$ cat src/fpm_pkg.sv
package fpm_pkg;

	// datapath widths
	localparam int FPM_EXP_W = 8;
	localparam int FPM_SUM_W = 10;
	localparam int FPM_SHIFT_W = 6;

	// smaller operand falls off the mantissa at this distance
	localparam int FPM_ALIGN_LIMIT = 40;

	// apb register offsets
	localparam logic [3:0] FPM_ADDR_OPERANDS = 4'h0;
	localparam logic [3:0] FPM_ADDR_CONTROL = 4'h4;
	localparam logic [3:0] FPM_ADDR_STATUS = 4'h8;
	localparam logic [3:0] FPM_ADDR_RESULT = 4'hc;

	// fixed-point group 0..3, floating group 4..7
	typedef enum logic [2:0] {
		ad = 3'd0,
		sd = 3'd1,
		mw = 3'd2,
		dw = 3'd3,
		af = 3'd4,
		sf = 3'd5,
		mf = 3'd6,
		df = 3'd7
	} fpm_opcode_e;

	typedef struct packed {
		logic af;
		logic sf;
		logic mf;
		logic df;
		logic illegal;
	} fpm_op_t;

	typedef struct packed {
		logic [FPM_EXP_W-1:0] ea;
		logic [FPM_EXP_W-1:0] eb;
		fpm_opcode_e op;
	} fpm_cmd_t;

	typedef struct packed {
		logic [FPM_EXP_W-1:0] exponent;
		logic [FPM_SHIFT_W-1:0] shift;
		logic g;
		logic v;
		logic u;
		logic illegal;
	} fpm_result_t;

	// busy lands in bit 0 of the status word
	typedef struct packed {
		logic illegal;
		logic u;
		logic v;
		logic g;
		logic done;
		logic busy;
	} fpm_status_t;

	typedef struct packed {
		logic psel;
		logic penable;
		logic pwrite;
		logic [3:0] paddr;
		logic [31:0] pwdata;
	} fpm_apb_req_t;

	typedef struct packed {
		logic [31:0] prdata;
		logic pready;
		logic pslverr;
	} fpm_apb_rsp_t;

endpackage

$ cat src/fpm_opcode_decoder.sv
`timescale 1ns/100ps

module fpm_opcode_decoder (
	input fpm_pkg::fpm_opcode_e op,
	output fpm_pkg::fpm_op_t dec
);

	// one flag per floating op, fixed-point group only marks illegal
	always_comb begin
		dec = '0;
		case (op)
			fpm_pkg::af: begin
				dec.af = 1'b1;
			end
			fpm_pkg::sf: begin
				dec.sf = 1'b1;
			end
			fpm_pkg::mf: begin
				dec.mf = 1'b1;
			end
			fpm_pkg::df: begin
				dec.df = 1'b1;
			end
			fpm_pkg::ad,
			fpm_pkg::sd,
			fpm_pkg::mw,
			fpm_pkg::dw: begin
				dec.illegal = 1'b1;
			end
			default: begin
				dec.illegal = 1'b1;
			end
		endcase
	end

endmodule

$ cat src/fpm_exponent_adder.sv
`timescale 1ns/100ps

module fpm_exponent_adder (
	input logic f2strob,
	input logic _0_d_,
	input logic load,
	input logic [fpm_pkg::FPM_EXP_W-1:0] ea,
	input logic [fpm_pkg::FPM_EXP_W-1:0] eb,
	input fpm_pkg::fpm_op_t dec,
	output logic [fpm_pkg::FPM_SUM_W-1:0] sum,
	output logic ge_limit
);

	// operand register and delayed copy
	logic [fpm_pkg::FPM_EXP_W-1:0] d_q;
	logic [fpm_pkg::FPM_EXP_W-1:0] dl_q;

	// second adder input after complement/force selection
	logic [fpm_pkg::FPM_EXP_W-1:0] dsum;
	logic cin;

	logic [fpm_pkg::FPM_SUM_W-1:0] d_ext;
	logic [fpm_pkg::FPM_SUM_W-1:0] dsum_ext;

	always_ff @(posedge f2strob or negedge _0_d_) begin
		if (!_0_d_) begin
			d_q <= '0;
			dl_q <= '0;
		end else if (load) begin
			d_q <= ea;
			dl_q <= eb;
		end
	end

	// mf adds the true operand, everything else subtracts
	always_comb begin
		if (dec.mf) begin
			dsum = dl_q;
			cin = 1'b0;
		end else begin
			dsum = ~dl_q;
			cin = 1'b1;
		end
	end

	// two extension bits, sign copies of each input
	assign d_ext = {
		{(fpm_pkg::FPM_SUM_W - fpm_pkg::FPM_EXP_W){d_q[fpm_pkg::FPM_EXP_W-1]}},
		d_q
	};
	assign dsum_ext = {
		{(fpm_pkg::FPM_SUM_W - fpm_pkg::FPM_EXP_W){dsum[fpm_pkg::FPM_EXP_W-1]}},
		dsum
	};

	assign sum = d_ext + dsum_ext + {{(fpm_pkg::FPM_SUM_W-1){1'b0}}, cin};

	// |diff| >= 40 on either side
	always_comb begin
		ge_limit = 1'b0;
		if ($signed(sum) >= fpm_pkg::FPM_ALIGN_LIMIT) begin
			ge_limit = 1'b1;
		end
		if ($signed(sum) <= -fpm_pkg::FPM_ALIGN_LIMIT) begin
			ge_limit = 1'b1;
		end
	end

endmodule

$ cat src/fpm_shift_counter.sv
`timescale 1ns/100ps

module fpm_shift_counter (
	input logic f2strob,
	input logic _0_d_,
	input logic load,
	input logic [fpm_pkg::FPM_SHIFT_W-1:0] value,
	output logic zero
);

	logic [fpm_pkg::FPM_SHIFT_W-1:0] cnt;

	// load wins, then count down and park at zero
	always_ff @(posedge f2strob or negedge _0_d_) begin
		if (!_0_d_) begin
			cnt <= '0;
		end else if (load) begin
			cnt <= value;
		end else if (cnt != '0) begin
			cnt <= cnt - 1'b1;
		end
	end

	// true on the step that reaches zero and while parked there,
	// so the sequencer can leave align on that same edge
	assign zero = ~|cnt[fpm_pkg::FPM_SHIFT_W-1:1];

endmodule

$ cat src/fpm_sequencer.sv
`timescale 1ns/100ps

module fpm_sequencer (
	input logic f2strob,
	input logic _0_d_,
	input logic start,
	input fpm_pkg::fpm_cmd_t cmd,
	input fpm_pkg::fpm_op_t dec,
	input logic [fpm_pkg::FPM_SUM_W-1:0] sum,
	input logic ge_limit,
	input logic zero,
	output logic adder_load,
	output logic cnt_load,
	output logic [fpm_pkg::FPM_SHIFT_W-1:0] cnt_value,
	output fpm_pkg::fpm_status_t status,
	output fpm_pkg::fpm_result_t result
);

	typedef enum logic [1:0] {
		st_idle,
		st_load,
		st_sum,
		st_align
	} state_e;

	state_e state;
	logic busy;
	logic done;

	fpm_pkg::fpm_result_t res_n;
	logic [fpm_pkg::FPM_SUM_W-1:0] mag;
	logic [fpm_pkg::FPM_SHIFT_W-1:0] shift_n;
	logic diff_neg;
	logic ovf;
	logic unf;
	logic align_op;

	assign align_op = dec.af | dec.sf;
	assign diff_neg = sum[fpm_pkg::FPM_SUM_W-1];
	assign mag = diff_neg ? -sum : sum;

	// saturate alignment count at the limit
	assign shift_n = ge_limit ?
		fpm_pkg::FPM_ALIGN_LIMIT[fpm_pkg::FPM_SHIFT_W-1:0] :
		mag[fpm_pkg::FPM_SHIFT_W-1:0];

	// above 127 / below -128 from the extension bits and sign
	assign ovf = ~sum[fpm_pkg::FPM_SUM_W-1] &
		(sum[fpm_pkg::FPM_SUM_W-2] | sum[fpm_pkg::FPM_EXP_W-1]);
	assign unf = sum[fpm_pkg::FPM_SUM_W-1] &
		~(sum[fpm_pkg::FPM_SUM_W-2] & sum[fpm_pkg::FPM_EXP_W-1]);

	always_comb begin
		res_n = '0;
		if (align_op) begin
			// larger exponent wins
			res_n.exponent = diff_neg ? cmd.eb : cmd.ea;
			res_n.shift = shift_n;
			res_n.g = ge_limit;
		end else if (dec.mf || dec.df) begin
			res_n.exponent = sum[fpm_pkg::FPM_EXP_W-1:0];
			res_n.v = ovf;
			res_n.u = unf;
		end else begin
			res_n.exponent = result.exponent;
			res_n.shift = result.shift;
			res_n.illegal = 1'b1;
		end
	end

	assign adder_load = (state == st_load);
	assign cnt_load = (state == st_sum) & align_op;
	assign cnt_value = shift_n;

	always_ff @(posedge f2strob or negedge _0_d_) begin
		if (!_0_d_) begin
			state <= st_idle;
			busy <= 1'b0;
			done <= 1'b0;
			result <= '0;
		end else begin
			case (state)
				st_idle: begin
					if (start) begin
						state <= st_load;
						busy <= 1'b1;
						done <= 1'b0;
					end
				end
				st_load: begin
					state <= st_sum;
				end
				st_sum: begin
					result <= res_n;
					if (align_op && shift_n != '0) begin
						state <= st_align;
					end else begin
						state <= st_idle;
						busy <= 1'b0;
						done <= 1'b1;
					end
				end
				st_align: begin
					if (zero) begin
						state <= st_idle;
						busy <= 1'b0;
						done <= 1'b1;
					end
				end
				default: begin
					state <= st_idle;
				end
			endcase
		end
	end

	assign status.busy = busy;
	assign status.done = done;
	assign status.g = result.g;
	assign status.v = result.v;
	assign status.u = result.u;
	assign status.illegal = result.illegal;

endmodule

$ cat src/fpm_apb_regs.sv
`timescale 1ns/100ps

module fpm_apb_regs (
	input logic f2strob,
	input logic _0_d_,
	input fpm_pkg::fpm_apb_req_t apb_req,
	output fpm_pkg::fpm_apb_rsp_t apb_rsp,
	input fpm_pkg::fpm_status_t status,
	input fpm_pkg::fpm_result_t result,
	output logic start,
	output fpm_pkg::fpm_cmd_t cmd
);

	logic access;
	logic wr;
	logic rd;
	logic sel_operands;
	logic sel_control;
	logic sel_status;
	logic sel_result;
	logic mapped;
	logic busy;
	logic ctrl_err;

	logic [fpm_pkg::FPM_EXP_W-1:0] ea_q;
	logic [fpm_pkg::FPM_EXP_W-1:0] eb_q;

	assign access = apb_req.psel & apb_req.penable;
	assign wr = access & apb_req.pwrite;
	assign rd = access & ~apb_req.pwrite;

	assign sel_operands = (apb_req.paddr == fpm_pkg::FPM_ADDR_OPERANDS);
	assign sel_control = (apb_req.paddr == fpm_pkg::FPM_ADDR_CONTROL);
	assign sel_status = (apb_req.paddr == fpm_pkg::FPM_ADDR_STATUS);
	assign sel_result = (apb_req.paddr == fpm_pkg::FPM_ADDR_RESULT);
	assign mapped = sel_operands | sel_control | sel_status | sel_result;

	// pending start counts as busy until the sequencer picks it up
	assign busy = status.busy | start;
	assign ctrl_err = wr & sel_control & busy;

	assign apb_rsp.pready = 1'b1;
	assign apb_rsp.pslverr = access & (~mapped | ctrl_err);

	always_comb begin
		apb_rsp.prdata = '0;
		if (rd) begin
			if (sel_operands) begin
				apb_rsp.prdata = {16'd0, eb_q, ea_q};
			end else if (sel_control) begin
				apb_rsp.prdata = {29'd0, cmd.op};
			end else if (sel_status) begin
				apb_rsp.prdata = {26'd0, status};
			end else if (sel_result) begin
				apb_rsp.prdata = {12'd0, result.illegal, result.u, result.v, result.g,
					2'd0, result.shift, result.exponent};
			end
		end
	end

	// command snapshot taken with the accepted control write
	always_ff @(posedge f2strob or negedge _0_d_) begin
		if (!_0_d_) begin
			ea_q <= '0;
			eb_q <= '0;
			cmd <= '0;
			start <= 1'b0;
		end else begin
			start <= 1'b0;
			if (wr && sel_operands) begin
				ea_q <= apb_req.pwdata[7:0];
				eb_q <= apb_req.pwdata[15:8];
			end
			if (wr && sel_control && !busy) begin
				cmd.ea <= ea_q;
				cmd.eb <= eb_q;
				cmd.op <= fpm_pkg::fpm_opcode_e'(apb_req.pwdata[2:0]);
				start <= 1'b1;
			end
		end
	end

endmodule

$ cat src/fpm_top.sv
`timescale 1ns/100ps

module fpm_top (
	input logic f2strob,
	input logic _0_d_,
	input fpm_pkg::fpm_apb_req_t apb_req,
	output fpm_pkg::fpm_apb_rsp_t apb_rsp
);

	fpm_pkg::fpm_status_t status;
	fpm_pkg::fpm_result_t result;
	fpm_pkg::fpm_cmd_t cmd;
	fpm_pkg::fpm_op_t dec;
	logic start;
	logic adder_load;
	logic [fpm_pkg::FPM_SUM_W-1:0] sum;
	logic ge_limit;
	logic cnt_load;
	logic [fpm_pkg::FPM_SHIFT_W-1:0] cnt_value;
	logic zero;

	fpm_apb_regs regs_i (
		.f2strob(f2strob),
		._0_d_(_0_d_),
		.apb_req(apb_req),
		.apb_rsp(apb_rsp),
		.status(status),
		.result(result),
		.start(start),
		.cmd(cmd)
	);

	fpm_opcode_decoder dec_i (
		.op(cmd.op),
		.dec(dec)
	);

	fpm_exponent_adder adder_i (
		.f2strob(f2strob),
		._0_d_(_0_d_),
		.load(adder_load),
		.ea(cmd.ea),
		.eb(cmd.eb),
		.dec(dec),
		.sum(sum),
		.ge_limit(ge_limit)
	);

	fpm_shift_counter cnt_i (
		.f2strob(f2strob),
		._0_d_(_0_d_),
		.load(cnt_load),
		.value(cnt_value),
		.zero(zero)
	);

	fpm_sequencer seq_i (
		.f2strob(f2strob),
		._0_d_(_0_d_),
		.start(start),
		.cmd(cmd),
		.dec(dec),
		.sum(sum),
		.ge_limit(ge_limit),
		.zero(zero),
		.adder_load(adder_load),
		.cnt_load(cnt_load),
		.cnt_value(cnt_value),
		.status(status),
		.result(result)
	);

endmodule

$ cat config.mk
export PLATFORM = sky130hd
export DESIGN_NAME = fpm_top
export DESIGN_NICKNAME = d
export VERILOG_FILES = /design/src/fpm_pkg.sv /design/src/fpm_opcode_decoder.sv /design/src/fpm_exponent_adder.sv /design/src/fpm_shift_counter.sv /design/src/fpm_sequencer.sv /design/src/fpm_apb_regs.sv /design/src/fpm_top.sv
export SDC_FILE = /design/constraint.sdc
export NUM_CORES = 1
export LEC_CHECK = 0
export BUFFER_PORTS_ARGS = -buffer_cell sky130_fd_sc_hd__buf_2
export CAP_MARGIN = 5
export CORE_AREA = 2 2 95 97
export CTS_CLUSTER_DIAMETER = 120
export DETAILED_ROUTE_END_ITERATION = 8
export DIE_AREA = 0 0 97 99
export GPL_TIMING_DRIVEN = 0
export PLACE_DENSITY = 0.78
export SKIP_CTS_REPAIR_TIMING = 1
export SLEW_MARGIN = 20
export SYNTH_ARGS = -nofsm -noshare
export SYNTH_HDL_FRONTEND = slang
export SYNTH_HIERARCHICAL = 1
export SYNTH_SLANG_ARGS = --single-unit
$ cat constraint.sdc
create_clock -name f2strob -period 4.5 [get_ports f2strob]
set_input_delay 0 -clock f2strob [delete_from_list [all_inputs] [get_ports f2strob]]
set_output_delay 0 -clock f2strob [all_outputs]
set_load 0.03 [all_outputs]
# Word level (Yosys, flattened, before mapping)
# Cells that the tools add are included.
# word_totals
input_bits	41
register_bits	80
output_inout_bits	34
elab_cells	114
# op_classes
n_lt_le_gt_ge	2
add_sub_neg	4
reduce_logical	17
bitwise_logic	22
n_eq_ne	13
muxes	38
# op_table
cell	n
$mux W32	4
$mux W6	5
$mux W8	3
$mux W20	1
$mux W1	16
$mux W14	1
$eq A3 B3 Y1 const B	4
$reduce_bool A6 Y1	2
$add A10 B1 Y10	1
$and A1 B1 Y1	10
$ge A10 B7 Y1 const B	1
$le A10 B7 Y1 const B	1
$add A8 B8 Y9	1
$eq A4 B4 Y1 const B	2
$mux W2	4
$not A8 Y8	1
$pmux W2 S4	1
$or A1 B1 Y1	7
$ne A2 B2 Y1 const B	3
$neg A6 Y6	1
$pmux W1 S3	2
$sub A6 B1 Y6 const B	1
$reduce_or A5 Y1	1
$eq A2 B2 Y1 const B	2
13 further kinds	21

# Longest topological paths before layout
# logic_depth
depth_word	13
mapped_depth	16
ltp_nobuf	15

# Modules after synthesis
# The synthesis kept the hierarchy.
# by_module_without_submodules
module	area_per_inst_um2	instances	cells_each
fpm_apb_regs	1925.6	1	152
fpm_sequencer	1286.2	1	137
fpm_exponent_adder	1117.3	1	102
fpm_shift_counter	375.4	1	41
fpm_opcode_decoder	41.3	1	5

# Worst setup path before layout
# OpenSTA, ideal clock, no wires.
# synth_path
path_kind	register -> register
startpoint	register regs_i/cmd[0] (netlist name)
endpoint	register seq_i.busy
path_stages_with_launch	17
path_buffers	2
path_slack_ns	0.512
t_arrival_ns	3.848
t_required_ns	4.361
cell_sequence	dfrtp_1 -> and3b_1 -> buf_4 -> and2b_2 -> nor2_1 -> fa_1 -> a211oi_2 -> o21ai_1 -> a211oi_4 -> or4b_1 -> a21oi_1 -> nor2_1 -> buf_2 -> nor4_1 -> a211oi_2 -> o41ai_4 -> o22ai_1
# synth_rtl
item	line_no	rtl
end signal, assigned	fpm_sequencer.sv:78	busy <= 1'b0;
end signal, assigned	fpm_sequencer.sv:86	busy <= 1'b1;
end signal, assigned	fpm_sequencer.sv:99	busy <= 1'b0;
end, declared	fpm_sequencer.sv:27	logic busy;

==> summary.txt <==
Yosys
  • Post-Synthesis Cells: between 400 and 500
  • Syn avg cell area: 10.88 sq um
  • Synth warn: 6
  • Netlist Area Pre-Place: around 0.0047 sq mm

Setup path
  • Worst Setup End Kind: register
  • Critical path peak fanout: 10
  • Nature of the critical path startpoint: register
  • Setup Crit Path Kind: register to register
  • Critical R2R Launch: regs_i/cmd[0]$_DFFE_PN0P_
  • Reg-to-reg slack, setup: around 240 ps
  • R2r endpoint: seq_i/busy$_DFFE_PN0P_
  • R2R depth: 16
  • CP arrival: roughly 4500 ps
  • Required @ worst endpoint: 4710 ps

Route
  • Total Wirelength: 11.85 mm
  • Avg WL per Cell: around 19 um
  • Vias per Instance: approximately 5.9
  • 1st-pass router iterations: 5
  • Routed Antenna Nets: 0
  • Drt drc: 0
  • Drt initial violations: 306
  • Vias: 3735

Floorplan
  • Total core area: about 0.0086 sq mm
  • Die H: a little under 100 um
  • Initial Util: 0.5546
  • # rows: 34
  • I/O pins: 75
  • Die X: a little under 100 um
  • Die area: between 0.009 and 0.01 sq mm

Clock tree
  • Worst-Skew Late Latency: 360 ps
  • Clock transition at the registers of the reported paths: about 90 ps
  • H-Tree Depth: 3
  • CTS tree: done
  • Max Root-Sink Buffers: 2
  • Inserted Clock Buffers: 9
  • Clock sink count: 80
  • Root Driver: clkbuf_8

STA
  • Final period util: 0.9473
  • Hold Violations, Final: 0
  • Fin Setup TNS: 0 ps
  • Slew @ Worst Pin: ~940 ps
  • Fin. max-slew vios: 0
  • Minimum clock period: around 4300 ps
  • Clk_skew: about 12 ps
  • Count of final setup violators: 0
  • Max_slew headroom: 0.3657
  • Fmax: around 0.23 GHz
  • RSZ-0062 raised after global routing: no

Placement
  • Placer congestion estimate: a little over 0.9
  • IO buf count: around 40
  • Dpl cells: about 600
  • Dpl cell area: between 0.005 and 0.006 sq mm
  • Final HPWL DP: around 8.4 mm

Global route
  • Gr usage total: 0.2442
  • First-pass GRT wire length: between 15 and 20 mm
  • Global route overflow: 0
  • Largest net degree at the start of global routing: 60
  • Initial antenna violation count: 0
  • Vias in the first global route: 3643

Min path
  • Hold Path Class: input pin to async pin

Power and ir drop
  • Lkg Pwr: approximately 2.6 nW
  • Tot Pwr: approximately 3.3 mW
  • PwrDens: around 600 mW/mm^2
  • Peak VDD IR: ~0.00031 V

Run status
  • Status: finished, final reports clean

Finish
  • Final #Nets: roughly 570
  • Synth-to-layout area growth: 17.39%
  • Final Instance Count excl. Fillers: around 630
  • Ratio of cells with drive above 1 in the final layout: 0.3327
  • N_diodes: 0
  • Post-route cell area: 0.005567 sq mm

Run
  • Number of max-cap violations: 0
-- layer usage --
metal | share of wire | wire (um) | GRT usage
met1 | 0.42 | 5000 | 0.3372
met2 | 0.49 | 5761 | 0.3942
met3 | 0.065 | 768 | 0.03617
met4 | 0.027 | 315 | 0.09209
met5 | 0 | 0 | 0
-- worst max-delay path, stage by stage (launching register included) --
cell and delay [ps]:
dfrtp_2 450, and3b_2 280, buf_6 160, and2b_2 190
nor2_1 60, fa_1 420, a211oi_2 310, o21ai_2 140
a211oi_4 310, or4b_1 470, a21oi_1 160, nor2_1 110
clkbuf_4 220, nor2_2 120, o2111ai_2 180, o41ai_4 370
o22ai_1 150
-- worst max path at each step --
stage / startpoint / slack (ps) / depth (start not counted) / end
final: regs_i/cmd[0]$_DFFE_PN0P_ / 240 / 16 / seq_i/busy$_DFFE_PN0P_
after global placement: regs_i/cmd[0]$_DFFE_PN0P_ / 100 / 16 / seq_i/busy$_DFFE_PN0P_
after detailed placement: regs_i/cmd[0]$_DFFE_PN0P_ / -30 / 16 / seq_i/busy$_DFFE_PN0P_
after CTS: regs_i/cmd[0]$_DFFE_PN0P_ / -40 / 16 / seq_i/busy$_DFFE_PN0P_
after global routing: regs_i/cmd[0]$_DFFE_PN0P_ / 10 / 16 / seq_i/busy$_DFFE_PN0P_
after floorplan: regs_i/cmd[0]$_DFFE_PN0P_ / 510 / 16 / seq_i/busy$_DFFE_PN0P_
-- power breakdown --
group | switching (mW) | internal [mW]
logic | 1.06 | 0.777
registers | 0.130 | 0.843
clock network | 0.275 | 0.256
total | 1.47 | 1.88
-- cell type report --
class	count	area [sq um]
fill	643	2984
sequential	80	2003
timing repair buffer	61	420.4
buffer	39	265.3
tap	108	135.1
multi-input combinational	316	2504
inverter	12	45.04
clock buffer	9	123.9
clock inverter	6	70.07
-- sequential cells by signal, indices dropped and copies added (netlist names) --
name,flops
seq_i/state,2
adder_i/dl_q,8
seq_i/done,1
regs_i/eb_q,8
seq_i/busy,1
regs_i/start,1
regs_i/ea_q,8
regs_i/cmd,19
adder_i/d_q,8
cnt_i/cnt,6
seq_i/result,18
-- metrics by stage --
stage | hold slack (ps) | setup WS [ps] | utilization
floorplan | -295.6 | 512.5 | -
global placement | 230.9 | 99.55 | 0.5992
detailed placement | -83.20 | -27.78 | 0.6043
CTS | -472.4 | -42.12 | 0.6270
global route | 124.3 | 11.16 | 0.6510
finish | 102.1 | 237.1 | 0.6510
-- cells in the final DEF, fill, tap and decap left out, types with 13 or more instances in the layout --
cell	instances
mux2_4	19
buf_2	45
dlygate4sd3_1	17
xnor2_1	14
dfrtp_1	79
mux2_2	36
nor2_1	41
buf_4	22
nand2_1	23
conb_1	13
(Power assumes the default switching activity.)
